### config.mk
export PLATFORM = sky130hd
export DESIGN_NAME = he_top
export DESIGN_NICKNAME = d
export VERILOG_FILES = /design/src/design/he_pixel_pkg.sv /design/src/design/he_ctrl_pkg.sv /design/src/design/he_ctrl.sv /design/src/design/he_key_shift.sv /design/src/design/he_rank_lane.sv /design/src/design/he_level_bank.sv /design/src/design/he_top.sv
export VERILOG_INCLUDE_DIRS = /design/src /design/src/design
export SDC_FILE = /design/constraint.sdc
export NUM_CORES = 1
export LEC_CHECK = 0
export ABC_AREA = 0
export BUFFER_PORTS_ARGS = -buffer_cell sky130_fd_sc_hd__buf_2
export CORE_MARGIN = 5
export CORE_UTILIZATION = 43
export CTS_CLUSTER_DIAMETER = 150
export DETAILED_ROUTE_END_ITERATION = 8
export PLACE_DENSITY = 0.68
export SETUP_SLACK_MARGIN = 0.5
export SYNTH_ARGS = -nofsm -noshare
export SYNTH_HDL_FRONTEND = slang
export SYNTH_HIERARCHICAL = 1
export SYNTH_SLANG_ARGS = --single-unit
### constraint.sdc
create_clock -name clk -period 2.5 [get_ports clk]
set_input_delay 0.5 -clock clk [delete_from_list [all_inputs] [get_ports clk]]
set_output_delay 0.5 -clock clk [all_outputs]
set_load 0.01 [all_outputs]
### src/design/he_macros.svh
// Sizes shared by the packages and the RTL
// The hit prescaler must be wide enough to count to HE_HITS_PER_LEVEL - 1
// Key index width must cover HE_NUM_KEYS entries
`ifndef HE_MACROS_SVH
`define HE_MACROS_SVH

// Key pixels per frame
`define HE_NUM_KEYS 8
`define HE_IDX_W 3

// Pixel and level width
`define HE_PIX_W 8

// Stream hits per output level step
`define HE_HITS_PER_LEVEL 4
`define HE_PRESCALE_W 2

// Level saturation value
`define HE_LEVEL_MAX 255

`endif

### src/design/he_pixel_pkg.sv
// Pixel and level data types
// Levels share the pixel width, so a level never exceeds HE_LEVEL_MAX
`include "he_macros.svh"

package he_pixel_pkg;

	// One input pixel
	typedef logic [`HE_PIX_W-1:0] pixel_t;

	// One equalised output level
	typedef logic [`HE_PIX_W-1:0] level_t;

	// All keys of a frame
	// entry 0 holds the first key loaded
	typedef pixel_t [`HE_NUM_KEYS-1:0] key_array_t;

	// Levels of all rank lanes, in key order
	typedef level_t [`HE_NUM_KEYS-1:0] level_array_t;

endpackage

### src/design/he_ctrl_pkg.sv
// Frame phase and control word types
// The control word is produced once in the controller and fanned out to the
// key register and every rank lane
`include "he_macros.svh"

package he_ctrl_pkg;

	// Frame phases
	typedef enum logic [1:0] {
		IDLE  = 2'd0,
		LOAD  = 2'd1,
		ACCUM = 2'd2,
		DRAIN = 2'd3
	} he_phase_e;

	// --------------------
	// Control word
	// --------------------
	typedef struct packed {
		// Shift in_image into the key register
		logic key_shift;
		// Zero prescalers and levels
		logic lane_clear;
		// in_image is a stream pixel
		logic hit_en;
		// Lane on out_image during DRAIN
		logic [`HE_IDX_W-1:0] drain_idx;
	} he_ctrl_t;

endpackage

### src/design/he_ctrl.sv
// Frame controller
// A stream ends on the first low in_valid after the last key
// in_valid is ignored while the levels are drained
`timescale 1ns/10ps
`include "he_macros.svh"

module he_ctrl import he_ctrl_pkg::*; (
	input  logic     clk,
	input  logic     rst_n,
	input  logic     in_valid,
	output he_ctrl_t ctrl,
	output logic     out_valid
);

	he_phase_e phase;
	he_phase_e phase_nxt;

	// Keys loaded so far
	logic [`HE_IDX_W:0] key_cnt;
	logic [`HE_IDX_W-1:0] drain_cnt;

	logic loading;
	logic last_key;
	logic stream_end;
	logic drain_done;

	assign loading    = (phase == IDLE) || (phase == LOAD);
	assign last_key   = in_valid && (key_cnt == (`HE_IDX_W+1)'(`HE_NUM_KEYS - 1));
	assign stream_end = (phase == ACCUM) && !in_valid;
	assign drain_done = (phase == DRAIN) && (drain_cnt == (`HE_IDX_W)'(`HE_NUM_KEYS - 1));

	// --------------------
	// Next phase
	// --------------------
	always_comb begin
		phase_nxt = phase;
		case (phase)
			IDLE, LOAD: begin
				if (last_key) begin
					phase_nxt = ACCUM;
				end else if (in_valid) begin
					phase_nxt = LOAD;
				end
			end
			ACCUM: begin
				if (!in_valid) begin
					phase_nxt = DRAIN;
				end
			end
			DRAIN: begin
				if (drain_done) begin
					phase_nxt = IDLE;
				end
			end
			default: phase_nxt = IDLE;
		endcase
	end

	// --------------------
	// Phase and counters
	// --------------------
	always_ff @(posedge clk or negedge rst_n) begin
		if (!rst_n) begin
			phase     <= IDLE;
			key_cnt   <= '0;
			drain_cnt <= '0;
			out_valid <= 1'b0;
		end else begin
			phase <= phase_nxt;

			if (loading && last_key) begin
				key_cnt <= '0;
			end else if (loading && in_valid) begin
				key_cnt <= key_cnt + 1'b1;
			end

			// Drain index restarts at lane 0 for every frame
			if (stream_end) begin
				drain_cnt <= '0;
			end else if (phase == DRAIN) begin
				drain_cnt <= drain_cnt + 1'b1;
			end

			if (stream_end) begin
				out_valid <= 1'b1;
			end else if (drain_done) begin
				out_valid <= 1'b0;
			end
		end
	end

	// Control word to key register and lanes
	always_comb begin
		ctrl.key_shift  = loading && in_valid;
		ctrl.lane_clear = (phase == IDLE);
		ctrl.hit_en     = (phase == ACCUM) && in_valid;
		ctrl.drain_idx  = drain_cnt;
	end

	// out_valid only in DRAIN and never longer than one cycle per key
	a_valid_in_drain: assert property (@(posedge clk) disable iff (!rst_n)
		out_valid |-> (phase == DRAIN) && !$past(out_valid, `HE_NUM_KEYS));

	a_key_cnt_range: assert property (@(posedge clk) disable iff (!rst_n)
		(phase == LOAD) |-> (key_cnt <= (`HE_IDX_W+1)'(`HE_NUM_KEYS - 1)));

endmodule

### src/design/he_key_shift.sv
// Key register
// Keys enter at the top entry and move down one entry per shift
// After HE_NUM_KEYS shifts entry 0 holds the first key of the frame
`timescale 1ns/10ps
`include "he_macros.svh"

module he_key_shift
	import he_pixel_pkg::*;
	import he_ctrl_pkg::*;
(
	input  logic       clk,
	input  logic       rst_n,
	input  he_ctrl_t   ctrl,
	input  pixel_t     in_image,
	output key_array_t keys
);

	key_array_t keys_nxt;

	// Newest key enters the top and the oldest drops out of entry 0
	always_comb begin
		if (ctrl.key_shift) begin
			keys_nxt = {in_image, keys[`HE_NUM_KEYS-1:1]};
		end else begin
			keys_nxt = keys;
		end
	end

	always_ff @(posedge clk or negedge rst_n) begin
		if (!rst_n) begin
			keys <= '0;
		end else begin
			keys <= keys_nxt;
		end
	end

endmodule

### src/design/he_rank_lane.sv
// One rank lane
// Counts stream pixels at or below its key, one level step per
// HE_HITS_PER_LEVEL hits, holding at HE_LEVEL_MAX
`timescale 1ns/10ps
`include "he_macros.svh"

module he_rank_lane
	import he_pixel_pkg::*;
	import he_ctrl_pkg::*;
(
	input  logic     clk,
	input  logic     rst_n,
	input  he_ctrl_t ctrl,
	input  pixel_t   in_image,
	input  pixel_t   key,
	output level_t   level
);

	logic [`HE_PRESCALE_W-1:0] prescale;
	logic hit;
	logic wrap;
	logic at_max;

	assign hit    = ctrl.hit_en && (in_image <= key);
	assign wrap   = hit && (prescale == (`HE_PRESCALE_W)'(`HE_HITS_PER_LEVEL - 1));
	assign at_max = (level == (`HE_PIX_W)'(`HE_LEVEL_MAX));

	// --------------------
	// Hit prescaler
	// --------------------
	always_ff @(posedge clk or negedge rst_n) begin
		if (!rst_n) begin
			prescale <= '0;
		end else if (ctrl.lane_clear || wrap) begin
			prescale <= '0;
		end else if (hit) begin
			prescale <= prescale + 1'b1;
		end
	end

	// --------------------
	// Saturating level
	// --------------------
	always_ff @(posedge clk or negedge rst_n) begin
		if (!rst_n) begin
			level <= '0;
		end else if (ctrl.lane_clear) begin
			level <= '0;
		end else if (wrap && !at_max) begin
			level <= level + 1'b1;
		end
	end

	// Only a clear may lower the level
	a_level_monotonic: assert property (@(posedge clk) disable iff (!rst_n)
		!ctrl.lane_clear |=> (level >= $past(level)));

endmodule

### src/design/he_level_bank.sv
// Bank of rank lanes, one per key
// out_image shows lane drain_idx while out_valid is high and 0 otherwise
// Selection is combinational, so drain_idx must be stable for the cycle
`timescale 1ns/10ps
`include "he_macros.svh"

module he_level_bank
	import he_pixel_pkg::*;
	import he_ctrl_pkg::*;
(
	input  logic       clk,
	input  logic       rst_n,
	input  he_ctrl_t   ctrl,
	input  pixel_t     in_image,
	input  key_array_t keys,
	input  logic       out_valid,
	output level_t     out_image
);

	level_array_t levels;

	// --------------------
	// Rank lanes
	// --------------------
	for (genvar i = 0; i < `HE_NUM_KEYS; i++) begin : g_lane
		he_rank_lane u_lane (
			.clk      (clk),
			.rst_n    (rst_n),
			.ctrl     (ctrl),
			.in_image (in_image),
			.key      (keys[i]),
			.level    (levels[i])
		);
	end

	// --------------------
	// Drain select
	// --------------------
	always_comb begin
		if (out_valid) begin
			out_image = levels[ctrl.drain_idx];
		end else begin
			out_image = '0;
		end
	end

endmodule

### src/design/he_top.sv
// Streaming rank-to-level unit
// Valid-only protocol without back-pressure
// Eight keys, then a stream ended by a low in_valid, then eight levels out
`timescale 1ns/10ps

module he_top
	import he_pixel_pkg::*;
	import he_ctrl_pkg::*;
(
	input  logic   clk,
	input  logic   rst_n,
	input  logic   in_valid,
	input  pixel_t in_image,
	output logic   out_valid,
	output level_t out_image
);

	he_ctrl_t   ctrl;
	key_array_t keys;

	he_ctrl u_ctrl (
		.clk       (clk),
		.rst_n     (rst_n),
		.in_valid  (in_valid),
		.ctrl      (ctrl),
		.out_valid (out_valid)
	);

	he_key_shift u_key_shift (
		.clk      (clk),
		.rst_n    (rst_n),
		.ctrl     (ctrl),
		.in_image (in_image),
		.keys     (keys)
	);

	he_level_bank u_level_bank (
		.clk       (clk),
		.rst_n     (rst_n),
		.ctrl      (ctrl),
		.in_image  (in_image),
		.keys      (keys),
		.out_valid (out_valid),
		.out_image (out_image)
	);

endmodule

==> Word-level counts from Yosys, hierarchy flattened <==
Index checks and enable logic that the tools add are counted.
{ "totals": {"regBits": 154, "inputBits": 11, "out_inout_bits": 9} }
{ "op_classes": {"n_reduce_logical": 70, "n_eq_ne": 24, "muxes": 46, "n_lt_le_gt_ge": 9, "n_addsub": 18} }
{ "op_table": {"columns": ["op", "n"], "rows": [
  ["two-way mux 8 bit", 18],
  ["adder 8 x 1 -> 8 bit, second input constant", 8],
  ["== test 8 bit, second input constant", 8],
  ["less-or-equal comparator 8 bit", 8],
  ["two-way mux 2 bit", 20],
  ["nonzero test 2 bit", 19],
  ["logical AND 1 bit", 30],
  ["binary-select mux 8 bit (select 3 bit)", 1],
  ["== test 2 bit, second input constant", 10],
  ["adder 2 x 1 -> 2 bit, second input constant", 8],
  ["logical NOT 1 bit", 9],
  ["logical OR 1 bit", 9],
  ["two-way mux 4 bit", 2],
  ["two-way mux 3 bit", 2],
  ["one-hot mux 2 bit (3 select lines)", 1],
  ["adder 4 x 1 -> 4 bit, second input constant", 1],
  ["== test 4 x 3 -> 1 bit, second input constant", 1],
  ["< comparator 3 x 4 -> 1 bit, second input constant", 1],
  ["adder 3 x 1 -> 3 bit, second input constant", 1],
  ["== test 3 bit, second input constant", 1],
  ["!= test 3 x 2 -> 1 bit, second input constant", 1],
  ["AND reduction 3 bit", 1],
  ["== test 2 x 1 -> 1 bit, second input constant", 1],
  ["logical NOT 2 bit", 1],
  ["4 further kinds", 5]
]} }

==> Longest topological paths before layout <==
{ "logic_depth": {"depth_word": 7, "depth_mapped": 10, "depth_no_buf": 8} }

==> Cells and area by module <==
Netlist, hierarchy kept.
{ "modules_own_cells": {"columns": ["mod", "cells_per_inst", "instances", "area_per_inst_um2", "seq_area_each_um2"], "rows": [
  ["he_rank_lane at u_level_bank.g_lane[0].u_lane ...", 84, 7, 762.0, 250.2],
  ["he_key_shift", 135, 1, 2678.8, 1601.5],
  ["he_rank_lane at u_level_bank.g_lane[4].u_lane", 94, 1, 837.1, 250.2],
  ["he_level_bank", 38, 1, 553.0, 0.0],
  ["he_ctrl", 47, 1, 514.2, 250.2]
]} }

==> Worst setup path after synthesis <==
No wires, ideal clock.
{ "synth_path": {"path_kind": "register to register", "start": "reg u_ctrl.phase[1]", "end": "reg u_level_bank.g_lane[0].u_lane.level[3]", "path_stages_with_launch": 10, "required_time_ps": 2434, "path_buffers": 2, "period_less_slack_ps": 2365, "arrival_time_ps": 2299, "slack_ps": 135, "setup_ps": 66, "path_cell_list": "dfrtp_1 buf_2 inv_1 nor2_1 nand2b_1 and4bb_1 o21ai_2 buf_6 or4_1 nand2_1"} }
{ "synth_rtl": {"columns": ["element", "line_no", "source"], "rows": [
  ["start: declaration", "he_ctrl.sv:15", "he_phase_e phase;"],
  ["start signal: assignment", "he_ctrl.sv:69", "phase <= phase_nxt;"],
  ["end signal: assignment", "he_rank_lane.sv:50", "level <= level + 1'b1;"],
  ["end: declaration", "he_rank_lane.sv:16", "output level_t level"]
]} }

==> Final worst setup path <==
{ "layout_path": {"start": "reg u_ctrl.drain_cnt[1]", "end": "out out_image[7]"} }
{ "layout_between": {"elab_chain_cells": 3} }
{ "layout_lines": {"columns": ["element", "line_no", "source"], "rows": [
  ["start: declaration", "he_ctrl.sv:20", "logic [`HE_IDX_W-1:0] drain_cnt;"],
  ["start signal: assignment", "he_ctrl.sv:81", "drain_cnt <= drain_cnt + 1'b1;"],
  ["binary-select mux 8 bit (select 3 bit)", "he_level_bank.sv:41", "out_image = levels[ctrl.drain_idx];"],
  ["two-way mux 8 bit (not written as such)", "he_level_bank.sv:41", null],
  ["two-way mux 8 bit", "he_level_bank.sv:40", "if (out_valid) begin"],
  ["end: declaration", "he_top.sv:15", "output level_t out_image"]
]} }
Every way passes these cells. The select of a mux whose other input is x is not followed.

==> metrics.md <==
| Metric | Value |
|---|---|
| Top post-synthesis cells by area | dfrtp_1, ha_1, mux2_4, mux2i_1, nor2_1 |
| Met3 routed WL | about 850 um |
| Fin cells | approximately 1300 |
| Dpl cells | 1225 |
| Vias/cell | between 5 and 6 |
| Clock latency on the worst-skew pair | 430 ps |
| Largest net degree at the start of global routing | 103 |
| Seq. cell area | 3856 um^2 |
| Worst r2r src | u_ctrl/phase[0] |
| Fin crit period | 2490 ps |
| Max Cap Viol | 0 |
| Worst path max stage delay | 540 ps |
| Post-route ant nets | 0 |
| CTS buffer count | 17 |
| Startpoint Class | register |
| Routed via count | between 7000 and 8000 |
| Cell count after synthesis | between 900 and 1000 |
| Fill cells | 1899 |
| Hold WS | 26.66 ps |
| Period utilization | between 90 and 100% |
| Final hold violations | 0 |
| PD cells | 975.3 nW/um^2 |
| Max FO, Critical Path | 8 |
| Max frequency | 0.4016 GHz |
| Crit-path slowest cell | mux4_2 |
| Boundary Pins | 20 |
| Syn_area_per_cell | between 10 and 15 um^2 |
| Area Growth Syn to Fin | 27.08% |
| Synth Cell Area | 9917 um^2 |
| Num rows | 55 |
| Die Span X | around 160 um |
| CTS Hold Bufs | 0 |
| Ys async rst share | between 90% and 100% |
| Critical path class | register to primary output |
| Fin Setup TNS | 0 ps |
| Number of global-route vias before repair | 7277 |
| Post-synth EDFFs | 0 |
| Post-place setup slack | -174.7 ps |
| Die ar. | ~26000 um^2 |
| Post-synth top area share | 38.86% |
| Slew @ Worst Pin | 590.4 ps |
| LEAKAGE | about 5.7 nW |
| Total wire length | 23800 um |
| DRT Pass-1 Iters | 8 |
| Detailed-route DRC error count | 0 |
| DR top layer | met5 |
| Setup WS post-layout | 9.690 ps |
| Input/output buffers | 19 |
| Post-synth top area cell | dfrtp_1 |
| CTS sink count | between 150 and 200 |
| CTS tree | built |
| H-tree levels | 4 |
| Chip Height | roughly 160 um |
| Fin. max-slew vios | 0 |
| Worst path cell trace | buf_12, mux4_2, mux2i_2, nor2_1, buf_2 |
| Clock root cell | clkbuf_16 |
| DR iter-0 viols | around 590 |
| Max VDD drop | approximately 0.66 mV |
| Detailed-routed wire length on met2 | 11720 um |
| Synth cell types | 45 |
| Most common cell in the netlist | dfrtp_1 |
| Metal1 wirelength | around 11000 um |
| Ys flop type | dfrtp_1 |
| Area of the multi-input gates | 6321 um^2 |
| Ant. Diodes | 0 |
| Initial core utilization | 43.67% |
| CP Buf/Inv Count | 2 |
| Critical Path AT | between 1500 and 2000 ps |
| Flops & latches, synth | 154 |
| Total power | 12.29 mW |
| Setup Skew | slightly below 9 ps |
| Final setup viols | 0 |
| Post-synthesis sequential area ratio | 38.86% |
| Syn_nets | about 1000 |
| Wire per inst | 18.21 um |
| CTS max path bufs | 2 |
| Slew margin rel. | 60.64% |
| Global Route Usage Sum | 17.85% |
| RSZ-0062 raised after global routing | true |
| Share of cells above drive strength 1 | 39.63% |
| CP Launch Point | u_ctrl/drain_cnt[1] |
| Core area | approximately 23000 um^2 |
| Gpl congestion | 0.7968 |
| Required @ worst endpoint | 2000 ps |
| Global-route wire length before repair | 37840 um |
| Status | finished clean |
| CP delay by family, top | multiplexers |
| Layout Nets | 1103 |
| DP Wirelength | 15350 um |
| Worst-path clk slew | 70 ps |
| Initial antenna violation count | 1 |
| Worst min path class | primary input to async pin |
| Crit end category | primary output |
| Post-synth top cells | dfrtp_1, ha_1, nor2_1, inv_1, mux2_4 |
| Yosys warns | 6 |
| Gr ovfl total | 0 |
## worst reg2reg max path, cell delays in order, from the launching register on
cell and delay (ps):
dfrtp_1 380, nand2b_4 150, nor2_4 150, buf_12 140, buf_16 130, and3_4 180, nand4_1 160, o31ai_4 120
o21ai_4 130, or4_1 480, a21oi_1 130
## sequential cells by signal (all words and copies together), names as in the netlist
signal / count
u_ctrl/drain_cnt: 3
u_ctrl/out_valid: 1
u_level_bank/g_lane.u_lane/level: 64
u_key_shift/keys: 64
u_ctrl/phase: 2
u_level_bank/g_lane.u_lane/prescale: 16
u_ctrl/key_cnt: 4
## logic make-up (layout without fill, tap and decap cells)
logic type               count (synthesis)  count (layout)  share of synthesized area, %
AO/OA/AOI/OAI                          138             138                         9.564
XOR/XNOR                                15              15                         1.325
adder cells (fa/ha/maj)                 83              83                         10.47
buffers and inverters                  106             226                         6.081
flip-flops                             154             154                         38.86
multiplexers                           120             120                         17.66
AND/OR/NAND/NOR                        286             286                         16.04
## layout make-up
class / count / share of cell area, %
multi-input combinational: 642 / 50.16
sequential: 154 / 30.60
timing repair buffer: 119 / 8.826
clock buffer: 17 / 3.376
tap: 285 / 2.830
inverter: 75 / 2.234
clock inverter: 15 / 1.976
## cells in the final DEF, fill, tap and decap left out, drive strengths merged
| cell | synthesis | routed |
|---|---|---|
| bufinv | 0 | 6 |
| mux2 | 73 | 73 |
| xnor2 | 1 | 1 |
| nor2b | 37 | 37 |
| a211oi | 8 | 8 |
| o21a | 8 | 8 |
| inv | 75 | 75 |
| or3 | 7 | 7 |
| clkbuf | 8 | 18 |
| nand2b | 11 | 11 |
| clkinv | 0 | 7 |
| mux2i | 31 | 31 |
| o31a | 1 | 1 |
| buf | 23 | 118 |
| nand3 | 34 | 34 |
| and3 | 9 | 9 |
| nor2 | 77 | 77 |
| a21oi | 38 | 38 |
| nand4b | 1 | 1 |
| and4bb | 7 | 7 |
| o211ai | 15 | 15 |
| a21o | 1 | 1 |
| or4 | 28 | 28 |
| xor2 | 14 | 14 |
| nand4bb | 1 | 1 |
| and4 | 9 | 9 |
| a21boi | 1 | 1 |
| o21ai | 41 | 41 |
| or2 | 7 | 7 |
| nand4 | 20 | 20 |
| a32o | 2 | 2 |
| o31ai | 21 | 21 |
| mux4 | 16 | 16 |
| dfrtp | 154 | 154 |
| a211o | 2 | 2 |
| ha | 83 | 83 |
| nand2 | 38 | 38 |
| clkinvlp | 0 | 2 |
## layer usage
| layer | global-route usage (%) | up-vias |
|---|---|---|
| li1 | - | 3480 |
| met1 | 23.84 | 3639 |
| met2 | 29.79 | 134 |
| met3 | 3.273 | 32 |
| met4 | 5.229 | 2 |
| met5 | 0 | - |
## report_power, final
group	leakage, nW	switching, mW	total, mW	internal [mW]
Sequential	1.99	0.640	3.85	3.21
Clock	0.323	1.11	2.98	1.88
Combinational	3.38	2.41	5.45	3.04
## final timing paths
kind	to	slack, ps	cells after the start
worst max-delay path	out_image[7]	10	5
min in group clk	u_ctrl/phase[1]	440	3
worst min register to register	u_key_shift/keys[1]	520	1
max in group asynchronous	u_key_shift/keys[20]	1790	2
worst max register to register	u_level_bank/g_lane[3].u_lane/level[7]	290	10
worst min-delay path	u_level_bank/g_lane[0].u_lane/level[4]	30	1
## metrics by stage
stage,instance area [um^2],util [%]
after floorplan,10240,-
after global placement,10850,47.79
after detailed placement,10850,47.79
after CTS,12190,53.69
after global routing,12600,55.49
final,12600,55.49
## repair_timing
action | 4_1_cts | 5_1_grt
resized for setup | 118 | 65
pin swaps | 67 | 51
cloned | 1 | 1
setup buffers | 35 | 13
setup endpoints to repair | 80 | 88
(Power assumes the default switching activity.)
